==> src/hw/cache_macros.svh <==
`ifndef CACHE_MACROS_SVH
`define CACHE_MACROS_SVH

// Data word width in bits
`define WORD_SIZE 16

// Processor word address width
`define ADDR_SIZE 16

// Words per cache line
`define LINE_WORDS 4

// Main memory holds 2**MEM_ADDR_BITS words
// Address bits above this are ignored by the memory
`define MEM_ADDR_BITS 10

// Cycles from sampling a memory request to raising its acknowledge
`define MEM_LATENCY 4

`endif

==> src/hw/cache_pkg.sv <==
`default_nettype none

`include "cache_macros.svh"

package cache_pkg;

    // Word address is split into tag, set index and word offset
    localparam int OFFSET_BITS = $clog2(`LINE_WORDS);
    localparam int INDEX_BITS  = 1;
    localparam int TAG_BITS    = `ADDR_SIZE - INDEX_BITS - OFFSET_BITS;

    typedef logic [`WORD_SIZE-1:0]             word_t;
    typedef logic [`ADDR_SIZE-1:0]             addr_t;
    typedef logic [TAG_BITS-1:0]               tag_t;
    typedef logic [OFFSET_BITS-1:0]            offset_t;
    typedef logic [INDEX_BITS-1:0]             index_t;
    typedef logic [`LINE_WORDS*`WORD_SIZE-1:0] line_t;

    // One word read or write from the processor
    typedef struct packed {
        logic  write;
        addr_t addr;
        word_t wdata;
    } cpu_req_t;

    // Hit is reported for reads and writes alike
    typedef struct packed {
        word_t rdata;
        logic  hit;
    } cpu_rsp_t;

    typedef enum logic [3:0] {
        S_IDLE,
        S_LOOKUP,
        S_DECIDE,
        S_MEM_REQ,
        S_MEM_REL,
        S_FILL,
        S_RELOOKUP,
        S_RESPOND,
        S_RELEASE
    } ctrl_state_t;

endpackage

`default_nettype wire

==> src/hw/cache_store.sv <==
`timescale 1ns/1ps
`default_nettype none

`include "cache_macros.svh"

module cache_store (
    input  wire logic              clk,
    input  wire logic              rst,
    input  wire logic              lookup,
    input  wire cache_pkg::addr_t  addr,
    input  wire logic              fill,
    input  wire cache_pkg::line_t  fill_line,
    input  wire logic              update,
    input  wire cache_pkg::word_t  update_word,
    output logic                   hit,
    output cache_pkg::word_t       rdata
);

    import cache_pkg::*;

    tag_t      tag;
    index_t    idx;
    offset_t   off;

    // Arrays indexed [way][set]
    tag_t      tag_q [2][2];
    line_t     data_q [2][2];
    logic      [1:0] valid_q [2];

    // Per set, the way to replace next
    logic      [1:0] lru_q;

    logic      [1:0] way_hit;
    logic      hit_way;
    logic      hit_way_q;
    logic      victim;

    assign {tag, idx, off} = addr;

    always_comb begin
        for (int w = 0; w < 2; w++) begin
            way_hit[w] = valid_q[w][idx] && (tag_q[w][idx] == tag);
        end
    end

    // Way 0 unless way 1 matches
    assign hit_way = way_hit[1];
    assign victim  = lru_q[idx];

    always_ff @(posedge clk) begin
        if (rst) begin
            valid_q <= '{default: '0};
            lru_q   <= '0;
            hit     <= 1'b0;
        end else begin
            if (lookup) begin
                hit <= |way_hit;
                // A hit makes the other way the replacement candidate
                if (|way_hit) begin
                    lru_q[idx] <= ~hit_way;
                end
            end
            if (update) begin
                lru_q[idx] <= ~hit_way_q;
            end
            if (fill) begin
                valid_q[victim][idx] <= 1'b1;
                lru_q[idx]           <= ~victim;
            end
        end
    end

    always_ff @(posedge clk) begin
        if (lookup) begin
            hit_way_q <= hit_way;
            rdata     <= data_q[hit_way][idx][off*`WORD_SIZE +: `WORD_SIZE];
        end
        if (fill) begin
            tag_q[victim][idx]  <= tag;
            data_q[victim][idx] <= fill_line;
        end
        // Write hit patches the word in the way found by the last lookup
        if (update) begin
            data_q[hit_way_q][idx][off*`WORD_SIZE +: `WORD_SIZE] <= update_word;
        end
    end

endmodule

`default_nettype wire

==> config.mk <==
export PLATFORM = sky130hd
export DESIGN_NAME = cache_store
export DESIGN_NICKNAME = d
export VERILOG_FILES = /design/src/hw/cache_pkg.sv /design/src/hw/cache_store.sv
export VERILOG_INCLUDE_DIRS = /design/src /design/src/hw
export SDC_FILE = /design/constraint.sdc
export NUM_CORES = 1
export LEC_CHECK = 0
export BUFFER_PORTS_ARGS = -buffer_cell sky130_fd_sc_hd__buf_2
export CAP_MARGIN = 20
export CORE_ASPECT_RATIO = 1.2
export CORE_MARGIN = 2
export CORE_UTILIZATION = 44
export DETAILED_ROUTE_END_ITERATION = 7
export GPL_ROUTABILITY_DRIVEN = 0
export MAX_ROUTING_LAYER = met4
export PLACE_DENSITY = 0.63
export REMOVE_ABC_BUFFERS = 1
export SLEW_MARGIN = 40
export SYNTH_ARGS = -nofsm -noshare
export SYNTH_HDL_FRONTEND = slang
export SYNTH_SLANG_ARGS = --single-unit
==> constraint.sdc <==
create_clock -name clk -period 3 [get_ports clk]
set_input_delay 0.15 -clock clk [delete_from_list [all_inputs] [get_ports clk]]
set_output_delay 0.15 -clock clk [all_outputs]
set_load 0.05 [all_outputs]
==> impl_metrics.env <==
export IMPL_synth_edf_count=325
export IMPL_timing_rr_end="rdata[4]"
export IMPL_drv_slew=0
export IMPL_sw_frac_of_total_pct=23.8
export IMPL_tightestPinTransition_ns=0.603
export IMPL_firstDrtPassIters=5
export IMPL_fin_tns_setup_ns=0
export IMPL_fp_coreArea_um2=35100
export IMPL_yosysSeqAreaShare_pct=62.8
export IMPL_fillers=2951
export IMPL_grt_first_pass_wirelength_mm=73.7
export IMPL_dpl_hpwl_mm=33.6
export IMPL_reg2reg_depth=9
export IMPL_portBuffers=117
export IMPL_async_flop_share_pct=0
export IMPL_hold_end="data_q[0][54]"
export IMPL_status="finished clean"
export IMPL_max_freq_ghz=0.340
export IMPL_vdd_ir_drop_max_mv=0.430
export IMPL_die_area_um2=37400
export IMPL_r2r_start="tag_q[1][9]"
export IMPL_syn_mean_instance_area_um2=10.9
export IMPL_stdcell_count=2174
export IMPL_rows=75
export IMPL_tritoncts="built"
export IMPL_p_clk_share_pct=39.3
export IMPL_drc=0
export IMPL_required_ns=3.39
export IMPL_initial_utilization_pct=44.9
export IMPL_die_w_um=177
export IMPL_clkTransAtPathRegs_ns=0.06
export IMPL_min_from="update_word[6]"
export IMPL_max_cap_violations=0
export IMPL_synth_distinct_cells=45
export IMPL_vias_per_cell=5.71
export IMPL_hold_path_class="input port to flop"
export IMPL_min_period_ns=2.94
export IMPL_drt_iter0_drc=1473
export IMPL_cts_buffers=34
export IMPL_nNetsFinal=1793
export IMPL_ys_seq_elements=332
export IMPL_power_leakage_nw=7.72
export IMPL_cts_max_level=2
export IMPL_routedWlPerCell_um=23.3
export IMPL_clkSinkCount=332
export IMPL_grt_setup_unrepaired="yes"
export IMPL_finalClockSkew_ns=0.0266
export IMPL_p_sw_mw=2.58
export IMPL_grt_pass1_vias=12000
export IMPL_antenna_found_initial=1
export IMPL_path_cells="mux2i_1 -> xnor2_1 -> or4_4 -> or4_4 -> buf_12 -> mux2i_1 -> a32oi_2 -> nand4_1 -> nor2_2"
export IMPL_path_class="flop to flop"
export IMPL_synth_ff_type="edfxtp_1"
export IMPL_vias=12400
export IMPL_crit_fanout=16
export IMPL_p_seq_share_pct=49.9
export IMPL_setup_viol=0
export IMPL_io_pins=118
export IMPL_syn_inst=1443
export IMPL_totalWireLength_mm=50.7
export IMPL_clk_latency_ns=0.55
export IMPL_reg2reg_slack_ns=0.06
export IMPL_cp_slowest_cell="or4_4"
export IMPL_critPathLaunchType="flop"
export IMPL_clock_path_buffers=3
export IMPL_cellPowerDensity_nw_per_um2=552
export IMPL_yosysWarnings=0
export IMPL_grt_use_total_pct=27.9
export IMPL_syn_cell_area_um2=15800
export IMPL_dieHeight_um=211
export IMPL_drtAntennaViolNets=0
export IMPL_cts_root_buf="clkbuf_16"
export IMPL_area_delta_synth_final_pct=24.7
export IMPL_dp_cells=2018
export IMPL_slew_headroom_pct=59.8
export IMPL_combPwrFrac_pct=10.8
export IMPL_fin_crit_sh_pct=98.0
export IMPL_cp_end_kind="flop"
export IMPL_drive_above_1_share_pct=18.5
export IMPL_critPathMaxStageDelay_ns=0.62
export IMPL_intPower_mw=8.27
export IMPL_final_hold_viol_count=0
export IMPL_grt_max_degree=34
export IMPL_cp_arrival_ns=3.33
export IMPL_holdPathStages=3
export IMPL_overflow=0
-- cells in the mapped netlist, types with 12 or more instances --
cell type  instances  share of area, %
clkbuf_1          68               1.6
mux4_2            19               2.7
nand4_1           15              0.60
edfxtp_1         325                62
xor2_1            12              0.67
nand2_1          469                11
nor2_1            38              0.90
buf_2             12              0.38
o21ai_0          261               8.3
xnor2_1           16              0.89
nand3_1           37               1.2
a32oi_1           28               1.6
mux2i_1           54               3.4
-- registers in the layout (all words and copies together) (netlist names) --
register   flops
data_q       256
tag_q         52
rdata         16
valid_q        4
lru_q          2
hit            1
hit_way_q      1
-- metal layers --
| metal | wire [um] | GRT usage (%) | up-vias |
|---|---|---|---|
| met2 | 24600 | 45.7 | 668 |
| met1 | 18900 | 33.3 | 5917 |
| met3 | 4170 | 3.81 | 138 |
| li1 | - | - | 5699 |
| met4 | 3020 | 16.0 | 0 |
| met5 | 0 | - | - |
-- cell families after synthesis --
family | Yosys count | share of synthesized area, %
DFF | 332 | 62.8
and+or+nand+nor | 592 | 15.3
buffers and inverters | 101 | 2.88
AOI/OAI and AO/OA | 312 | 10.9
muxes | 73 | 6.14
adders and majority gates | 5 | 0.397
xor gates and xnor gates | 28 | 1.56
-- timing repair --
item                                    CTS  global route
endpoints found under the hold margin   303             0
pin swaps                                 2            13
setup buffers                             3             9
hold buffers                             80             0
endpoints found under the setup margin   10            16
gates resized for setup                  17            16
cloned                                    0             3
-- cell usage in the layout, fill, tap and decap left out, drive strengths merged, types with 4 or more instances in the layout --
cell / Yosys / routed
o21ai: 263 / 263
nand2: 469 / 469
inv: 10 / 12
edfxtp: 325 / 325
nor2: 38 / 38
a32oi: 28 / 28
nand2b: 4 / 4
clkinv: 1 / 9
nand4: 15 / 15
buf: 22 / 215
clkbuf: 68 / 49
xnor2: 16 / 16
bufinv: 0 / 4
dlygate4sd3: 0 / 80
nor4: 4 / 4
a21oi: 8 / 8
dfxtp: 7 / 7
nor3: 10 / 10
xor2: 12 / 12
ha: 5 / 5
mux2i: 54 / 54
mux4: 19 / 19
nand3: 37 / 37
-- area by class of cell --
class                   instances  area, um^2  area share [%]
flip-flops and latches        332        9900            50.4
multi-input cells            1010        5580            28.4
repair buffers                298        2440            12.4
clock buffers                  46         916            4.66
well taps                     462         578            2.94
clock inverters                14         183           0.930
inverters                      11        41.3           0.210
diodes                          1        2.50          0.0127
-- through the flow --
stage / total power [mW] / hold slack (ns) / instance area, um^2 / setup WS [ns] / utilization [%]
CTS: 10.9 / 0.111 / 19400 / 0.00916 / 55.4
global placement: 6.54 / 0.418 / 17400 / -0.275 / 49.5
finish: 10.8 / 0.128 / 19600 / 0.0593 / 56.0
global route: 11.2 / 0.146 / 19600 / -0.0169 / 56.0
detailed placement: 6.57 / 0.425 / 17400 / -0.298 / 49.5
floorplan: 6.02 / 0.219 / 15300 / -0.619 / -
-- power groups by stage --
stage | Sequential, mW | Combinational (mW) | Clock [mW]
after CTS | 5.42 | 1.15 | 4.31
after floorplan | 5.55 | 0.462 | 0
after global placement | 5.51 | 1.03 | 0
after global routing | 5.43 | 1.26 | 4.47
final | 5.42 | 1.17 | 4.26
after detailed placement | 5.52 | 1.05 | 0
-- worst max-delay path, delay by kind of cell (launching register included) --
kind / cells / cell delay, ns
buffers and inverters: 1 / 0.21
AO/OA/AOI/OAI: 1 / 0.28
XOR/XNOR: 1 / 0.11
AND/OR/NAND/NOR: 4 / 1.51
multiplexers: 2 / 0.32
flip-flops: 1 / 0.36
-- how the worst max path moves through the flow --
| stage | to | from | depth (start not counted) |
|---|---|---|---|
| after floorplan | rdata[12] | tag_q[1][9] | 8 |
| after global placement | rdata[4] | addr[2] | 10 |
| after detailed placement | rdata[4] | addr[2] | 10 |
| after CTS | rdata[3] | tag_q[1][9] | 11 |
| after global routing | rdata[4] | tag_q[1][9] | 11 |
| final | rdata[4] | tag_q[1][9] | 9 |
Power figures use the tool's default switching activity.
