[src/hw/cache_macros.svh]
`ifndef CACHE_MACROS_SVH
`define CACHE_MACROS_SVH

// Data word width in bits
`define WORD_SIZE 16

// Processor word address width
`define ADDR_SIZE 16

// Words per cache line
`define LINE_WORDS 4

// Main memory holds 2**MEM_ADDR_BITS words
// Address bits above this are ignored by the memory
`define MEM_ADDR_BITS 10

// Cycles from sampling a memory request to raising its acknowledge
`define MEM_LATENCY 4

`endif

[src/hw/cache_pkg.sv]
`default_nettype none

`include "cache_macros.svh"

package cache_pkg;

    // Word address is split into tag, set index and word offset
    localparam int OFFSET_BITS = $clog2(`LINE_WORDS);
    localparam int INDEX_BITS  = 1;
    localparam int TAG_BITS    = `ADDR_SIZE - INDEX_BITS - OFFSET_BITS;

    typedef logic [`WORD_SIZE-1:0]             word_t;
    typedef logic [`ADDR_SIZE-1:0]             addr_t;
    typedef logic [TAG_BITS-1:0]               tag_t;
    typedef logic [OFFSET_BITS-1:0]            offset_t;
    typedef logic [INDEX_BITS-1:0]             index_t;
    typedef logic [`LINE_WORDS*`WORD_SIZE-1:0] line_t;

    // One word read or write from the processor
    typedef struct packed {
        logic  write;
        addr_t addr;
        word_t wdata;
    } cpu_req_t;

    // Hit is reported for reads and writes alike
    typedef struct packed {
        word_t rdata;
        logic  hit;
    } cpu_rsp_t;

    typedef enum logic [3:0] {
        S_IDLE,
        S_LOOKUP,
        S_DECIDE,
        S_MEM_REQ,
        S_MEM_REL,
        S_FILL,
        S_RELOOKUP,
        S_RESPOND,
        S_RELEASE
    } ctrl_state_t;

endpackage

`default_nettype wire

[src/hw/mem_pkg.sv]
`default_nettype none

`include "cache_macros.svh"

package mem_pkg;

    // Memory is addressed by line, the offset picks the word on writes
    typedef logic [`MEM_ADDR_BITS-3:0] mem_addr_t;

    // Reads return a whole line, writes store a single word
    typedef struct packed {
        logic              write;
        mem_addr_t         line_addr;
        cache_pkg::offset_t offset;
        cache_pkg::word_t  wdata;
    } mem_req_t;

    // Valid while mem_ack is high
    typedef struct packed {
        cache_pkg::line_t line;
    } mem_rsp_t;

endpackage

`default_nettype wire

[src/hw/cache_ctrl.sv]
`timescale 1ns/1ps
`default_nettype none

`include "cache_macros.svh"

module cache_ctrl (
    input  wire logic                clk,
    input  wire logic                rst,
    input  wire logic                req,
    input  wire cache_pkg::cpu_req_t cpu_req,
    input  wire logic                hit,
    input  wire cache_pkg::word_t    rdata,
    input  wire logic                mem_ack,
    input  wire mem_pkg::mem_rsp_t   mem_rsp,
    output logic                     ack,
    output cache_pkg::cpu_rsp_t      cpu_rsp,
    output logic                     lookup,
    output logic                     fill,
    output logic                     update,
    output cache_pkg::line_t         fill_line,
    output cache_pkg::word_t         update_word,
    output logic                     mem_req,
    output mem_pkg::mem_req_t        mem_req_data
);

    import cache_pkg::*;
    import mem_pkg::*;

    ctrl_state_t state_q;
    cpu_req_t    req_q;
    logic        hit_flag_q;
    logic        accept;

    assign accept = (state_q == S_IDLE) && req;

    // Store strobes follow the state directly
    assign lookup      = (state_q == S_LOOKUP) || (state_q == S_RELOOKUP);
    assign fill        = (state_q == S_FILL);
    assign update      = (state_q == S_DECIDE) && req_q.write && hit;
    assign update_word = req_q.wdata;

    // Memory request built from the latched processor request
    assign mem_req_data = '{
        write:     req_q.write,
        line_addr: mem_addr_t'(req_q.addr[`MEM_ADDR_BITS-1:OFFSET_BITS]),
        offset:    offset_t'(req_q.addr[OFFSET_BITS-1:0]),
        wdata:     req_q.wdata
    };

    always_ff @(posedge clk) begin
        if (rst) begin
            state_q <= S_IDLE;
            ack     <= 1'b0;
            mem_req <= 1'b0;
        end else begin
            unique case (state_q)
                S_IDLE: begin
                    if (req) begin
                        state_q <= S_LOOKUP;
                    end
                end
                S_LOOKUP: begin
                    state_q <= S_DECIDE;
                end
                S_DECIDE: begin
                    // Read hit answers straight away
                    if (!req_q.write && hit) begin
                        ack     <= 1'b1;
                        state_q <= S_RELEASE;
                    end else begin
                        mem_req <= 1'b1;
                        state_q <= S_MEM_REQ;
                    end
                end
                S_MEM_REQ: begin
                    if (mem_ack) begin
                        mem_req <= 1'b0;
                        state_q <= S_MEM_REL;
                    end
                end
                S_MEM_REL: begin
                    if (!mem_ack) begin
                        state_q <= req_q.write ? S_RESPOND : S_FILL;
                    end
                end
                S_FILL: begin
                    state_q <= S_RELOOKUP;
                end
                S_RELOOKUP: begin
                    state_q <= S_RESPOND;
                end
                S_RESPOND: begin
                    ack     <= 1'b1;
                    state_q <= S_RELEASE;
                end
                S_RELEASE: begin
                    // Hold ack until the requester lets go
                    if (!req) begin
                        ack     <= 1'b0;
                        state_q <= S_IDLE;
                    end
                end
                default: begin
                    state_q <= S_IDLE;
                end
            endcase
        end
    end

    always_ff @(posedge clk) begin
        if (accept) begin
            req_q <= cpu_req;
        end
        // First lookup result decides the reported hit flag
        if (state_q == S_DECIDE) begin
            hit_flag_q <= hit;
            cpu_rsp    <= '{rdata: rdata, hit: hit};
        end
        if ((state_q == S_MEM_REQ) && mem_ack) begin
            fill_line <= mem_rsp.line;
        end
        // Miss and write paths report the original lookup result
        if (state_q == S_RESPOND) begin
            cpu_rsp <= '{rdata: req_q.write ? '0 : rdata, hit: hit_flag_q};
        end
    end

endmodule

`default_nettype wire

[config.mk]
export PLATFORM = sky130hd
export DESIGN_NAME = cache_ctrl
export DESIGN_NICKNAME = d
export VERILOG_FILES = /design/src/hw/cache_pkg.sv /design/src/hw/mem_pkg.sv /design/src/hw/cache_ctrl.sv
export VERILOG_INCLUDE_DIRS = /design/src /design/src/hw
export SDC_FILE = /design/constraint.sdc
export NUM_CORES = 1
export LEC_CHECK = 0
export BUFFER_PORTS_ARGS = -buffer_cell sky130_fd_sc_hd__clkbuf_2
export CAP_MARGIN = 40
export CORE_AREA = 2 2 90 114
export CTS_CLUSTER_DIAMETER = 200
export CTS_CLUSTER_SIZE = 40
export DETAILED_ROUTE_END_ITERATION = 16
export DIE_AREA = 0 0 92 116
export PLACE_DENSITY_LB_ADDON = 0.05
export SYNTH_ARGS = -nofsm -noshare
export SYNTH_HDL_FRONTEND = slang
export SYNTH_SLANG_ARGS = --single-unit
export TNS_END_PERCENT = 10
[constraint.sdc]
create_clock -name clk -period 3.45 [get_ports clk]
set_input_delay 0.69 -clock clk [delete_from_list [all_inputs] [get_ports clk]]
set_output_delay 0.69 -clock clk [all_outputs]
set_load 0.03 [all_outputs]
==> PnR_summary.wiki <==
{| class="wikitable"
! Metric !! Value
|-
| Post-route ant nets || 0
|-
| Final hold slack || roughly 0.46 ns
|-
| Count of boundary I/O pins || 247
|-
| Layout cell share with drive strength beyond 1 || 0.614
|-
| Worst setup slack after layout || 0.960 ns
|-
| Max FO, Critical Path || 18
|-
| Worst Max-Slew Pin Slew || 0.717 ns
|-
| Initial standard-cell utilization of the core || 0.423
|-
| Port Buf Inserts || 240
|-
| Initial antenna violation count || 0
|-
| Tmin final || 2.49 ns
|-
| First-pass GRT wire length || 12.6 mm
|-
| Postcts setup bufs || 0
|-
| Instance area after placement || 5250 um2
|-
| Status || complete, no violations
|-
| Area added between synthesis and finish || 44.9%
|-
| Cell count of the worst reg-to-reg path || 3
|-
| Residual overflow from global routing || 0
|-
| Std-Cell Rows || 40
|-
| Clock tree from TritonCTS || done
|-
| Final worst-path cycle share || 0.722
|-
| Pins over their slew limit || 0
|-
| Hold buffer count at cts || 0
|-
| Fmax || 402 MHz
|-
| Number of failing setup endpoints in the final timing report || 0
|-
| Clock insertion delay at the later pin of the skew report || 0.40 ns
|-
| Post-synth top area share || 0.814
|-
| Critical path type || flop to output pin
|-
| Source of the worst hold timing path || ack
|-
| Horizontal extent of the die || 92 um
|-
| Post-route cell area || 5820 um2
|-
| Post-synthesis average cell area || 20.0 um2
|-
| Setup TNS Final || 0 ns
|-
| Max H-tree Level || 4
|-
| Yosys warning count || 0
|-
| Worst hold-check path type || flop to flop
|-
| Clock Sink Count || 115
|-
| Via total after detailed routing || 2586
|-
| Clock slew seen by the registers of the worst setup and hold paths || roughly 0.050 ns
|-
| Fraction of registers with async set or reset after synthesis || 0
|-
| TritonCTS buffer count || 17
|-
| Startpoint kind of the worst setup timing path || flop
|-
| Total instance count after detailed placement || 547
|-
| Power density over the cells || 628 nW/um2
|-
| Maximum ir drop on the vdd rail || 0.364 mV
|-
| Worst Setup Slack post-DPL || 1.21 ns
|-
| RSZ-0062 raised after global routing || false
|-
| Worst path arrival time || 1.80 ns
|-
| Part of the Yosys area used for sequential elements || 0.844
|-
| GRT Util Overall || 0.165
|-
| Clock tree root buffer cell || clkbuf_16
|-
| Setup slack of the most critical reg-to-reg path || 1.22 ns
|-
| Area contributors post-synth || edfxtp_1 (81%), buf_4 (3.4%), dfxtp_1 (3.0%)
|-
| GPL Wtd Cong || 0.758
|-
| WP data required || 2.76 ns
|-
| Top post-synthesis cells by count || edfxtp_1 (109), and2_1 (18), buf_4 (18)
|-
| Mean routed wirelength per cell || approximately 16 um
|-
| Clock Skews || between 0.007 and 0.008 ns
|-
| Register bit total from synthesis || 115
|-
| Beginning of the worst register-to-register path || state_q[0]
|-
| Count of instances resized after the clock tree is built || 0
|-
| Finished Core Util || 0.613
|-
| Final Hold Violating Endpoints || 0
|-
| First-pass iteration count of the detailed router || 4
|-
| Post-synth net total || about 320
|-
| Largest net degree at the start of global routing || 36
|-
| Total Nets Final || 558
|-
| Count leader, synth || edfxtp_1
|-
| Antenna cells || 0
|-
| Area of the mapped netlist || 4020 um2
|-
| Overall Power || 3.66 mW
|-
| Via count normalized by instance count || 4.47
|-
| Synthesized instance count || 201
|-
| Count of flip-flops with a built-in enable after synthesis || 109
|-
| Hold-critical path endpoint || ack
|-
| Via count of the first global-routing pass || 2390
|-
| Post-synth top flop || edfxtp_1
|-
| Fin cells || 579
|-
| Critical R2R Capture || fill_line[55]
|-
| Worst slew margin relative to its limit || 0.522
|-
| Min-Delay Path Depth || 2
|-
| Detailed-route wire length || 9.08 mm
|-
| Clk buf depth || 2
|-
| Crit end category || output pin
|-
| Unique cell type count in the Yosys netlist || 32
|-
| Half-perimeter wire length after placement || between 6 and 7 mm
|-
| Core Footprint || 9510 um2
|-
| Drt drc || 0
|-
| Initial drt markers || 104
|-
| Cell type with the highest aggregate area in the netlist || edfxtp_1
|-
| Maximum Capacitance Violations || 0
|-
| Y dimension of the die || 116 um
|-
| Area of the die || 10700 um2
|-
| LEAKAGE || 2.49 nW
|}
[area by class of cell]
| class | instances | area, um2 |
|---|---|---|
| fill | 746 | 3680 |
| sequential | 115 | 3390 |
| timing repair buffer | 242 | 1230 |
| multi-input combinational | 61 | 459 |
| clock buffer | 19 | 433 |
| tap | 126 | 158 |
| clock inverter | 13 | 141 |
| inverter | 3 | 11.3 |
[state kept, by name, summed over array words and instances, names as in the netlist]
| register | count |
|---|---|
| fill_line | 64 |
| state_q | 4 |
| hit_flag_q | 1 |
| mem_req | 1 |
| update_word | 16 |
| cpu_rsp | 17 |
| mem_req_data | 11 |
| ack | 1 |
[power by group]
group	internal [mW]	switching, mW
logic	0.116	0.236
registers	1.60	0.0353
clock network	1.12	0.552
total	2.84	0.824
[cells in the final DEF, fill, tap and decap left out, drive strengths merged, types with 2 or more instances in the layout]
master  count
clkbuf    259
edfxtp    109
and2       18
clkinv      9
nand2       6
dfxtp       6
nand2b      4
nand3       3
nor2        3
a21oi       3
inv         3
bufinv      3
nor4b       2
o21ai       2
o41ai       2
nor3        2
nor3b       2
buf         2
[worst max-delay path by stage]
stage,start,end,slack [ns],depth (start not counted)
5_1_grt,state_q[2],fill,0.84,2
3_3_place_gp,state_q[0],fill_line[23],1.21,3
4_1_cts,state_q[2],fill,0.97,2
3_5_place_dp,state_q[0],fill_line[1],1.21,3
2_1_floorplan,req,mem_req_data[16],0.41,2
6_report,state_q[2],fill,0.96,2
[worst max-delay path: stages, from the launching register on]
cell and delay, ns:
dfxtp_1 0.73, nor4bb_1 0.40, clkbuf_2 0.26
[metal layers]
metal | share of wire | global-route usage | wire (um)
met1 | 0.37 | 0.180 | 3340
met2 | 0.52 | 0.273 | 4730
met3 | 0.092 | 0.0741 | 837
met4 | 0.019 | 0.0846 | 168
met5 | 0 | 0 | 0
[cells by family (layout without fill, tap and decap cells)]
logic type             after synthesis  after routing  synth area share
and+or+nand+nor                     48             48            0.0791
AOI/OAI and AO/OA                   12             12            0.0308
buffers and inverters               25            277            0.0430
DFF                                115            115             0.844
muxes                                1              1           0.00280
No activity file was read; power rests on OpenSTA's default activity.
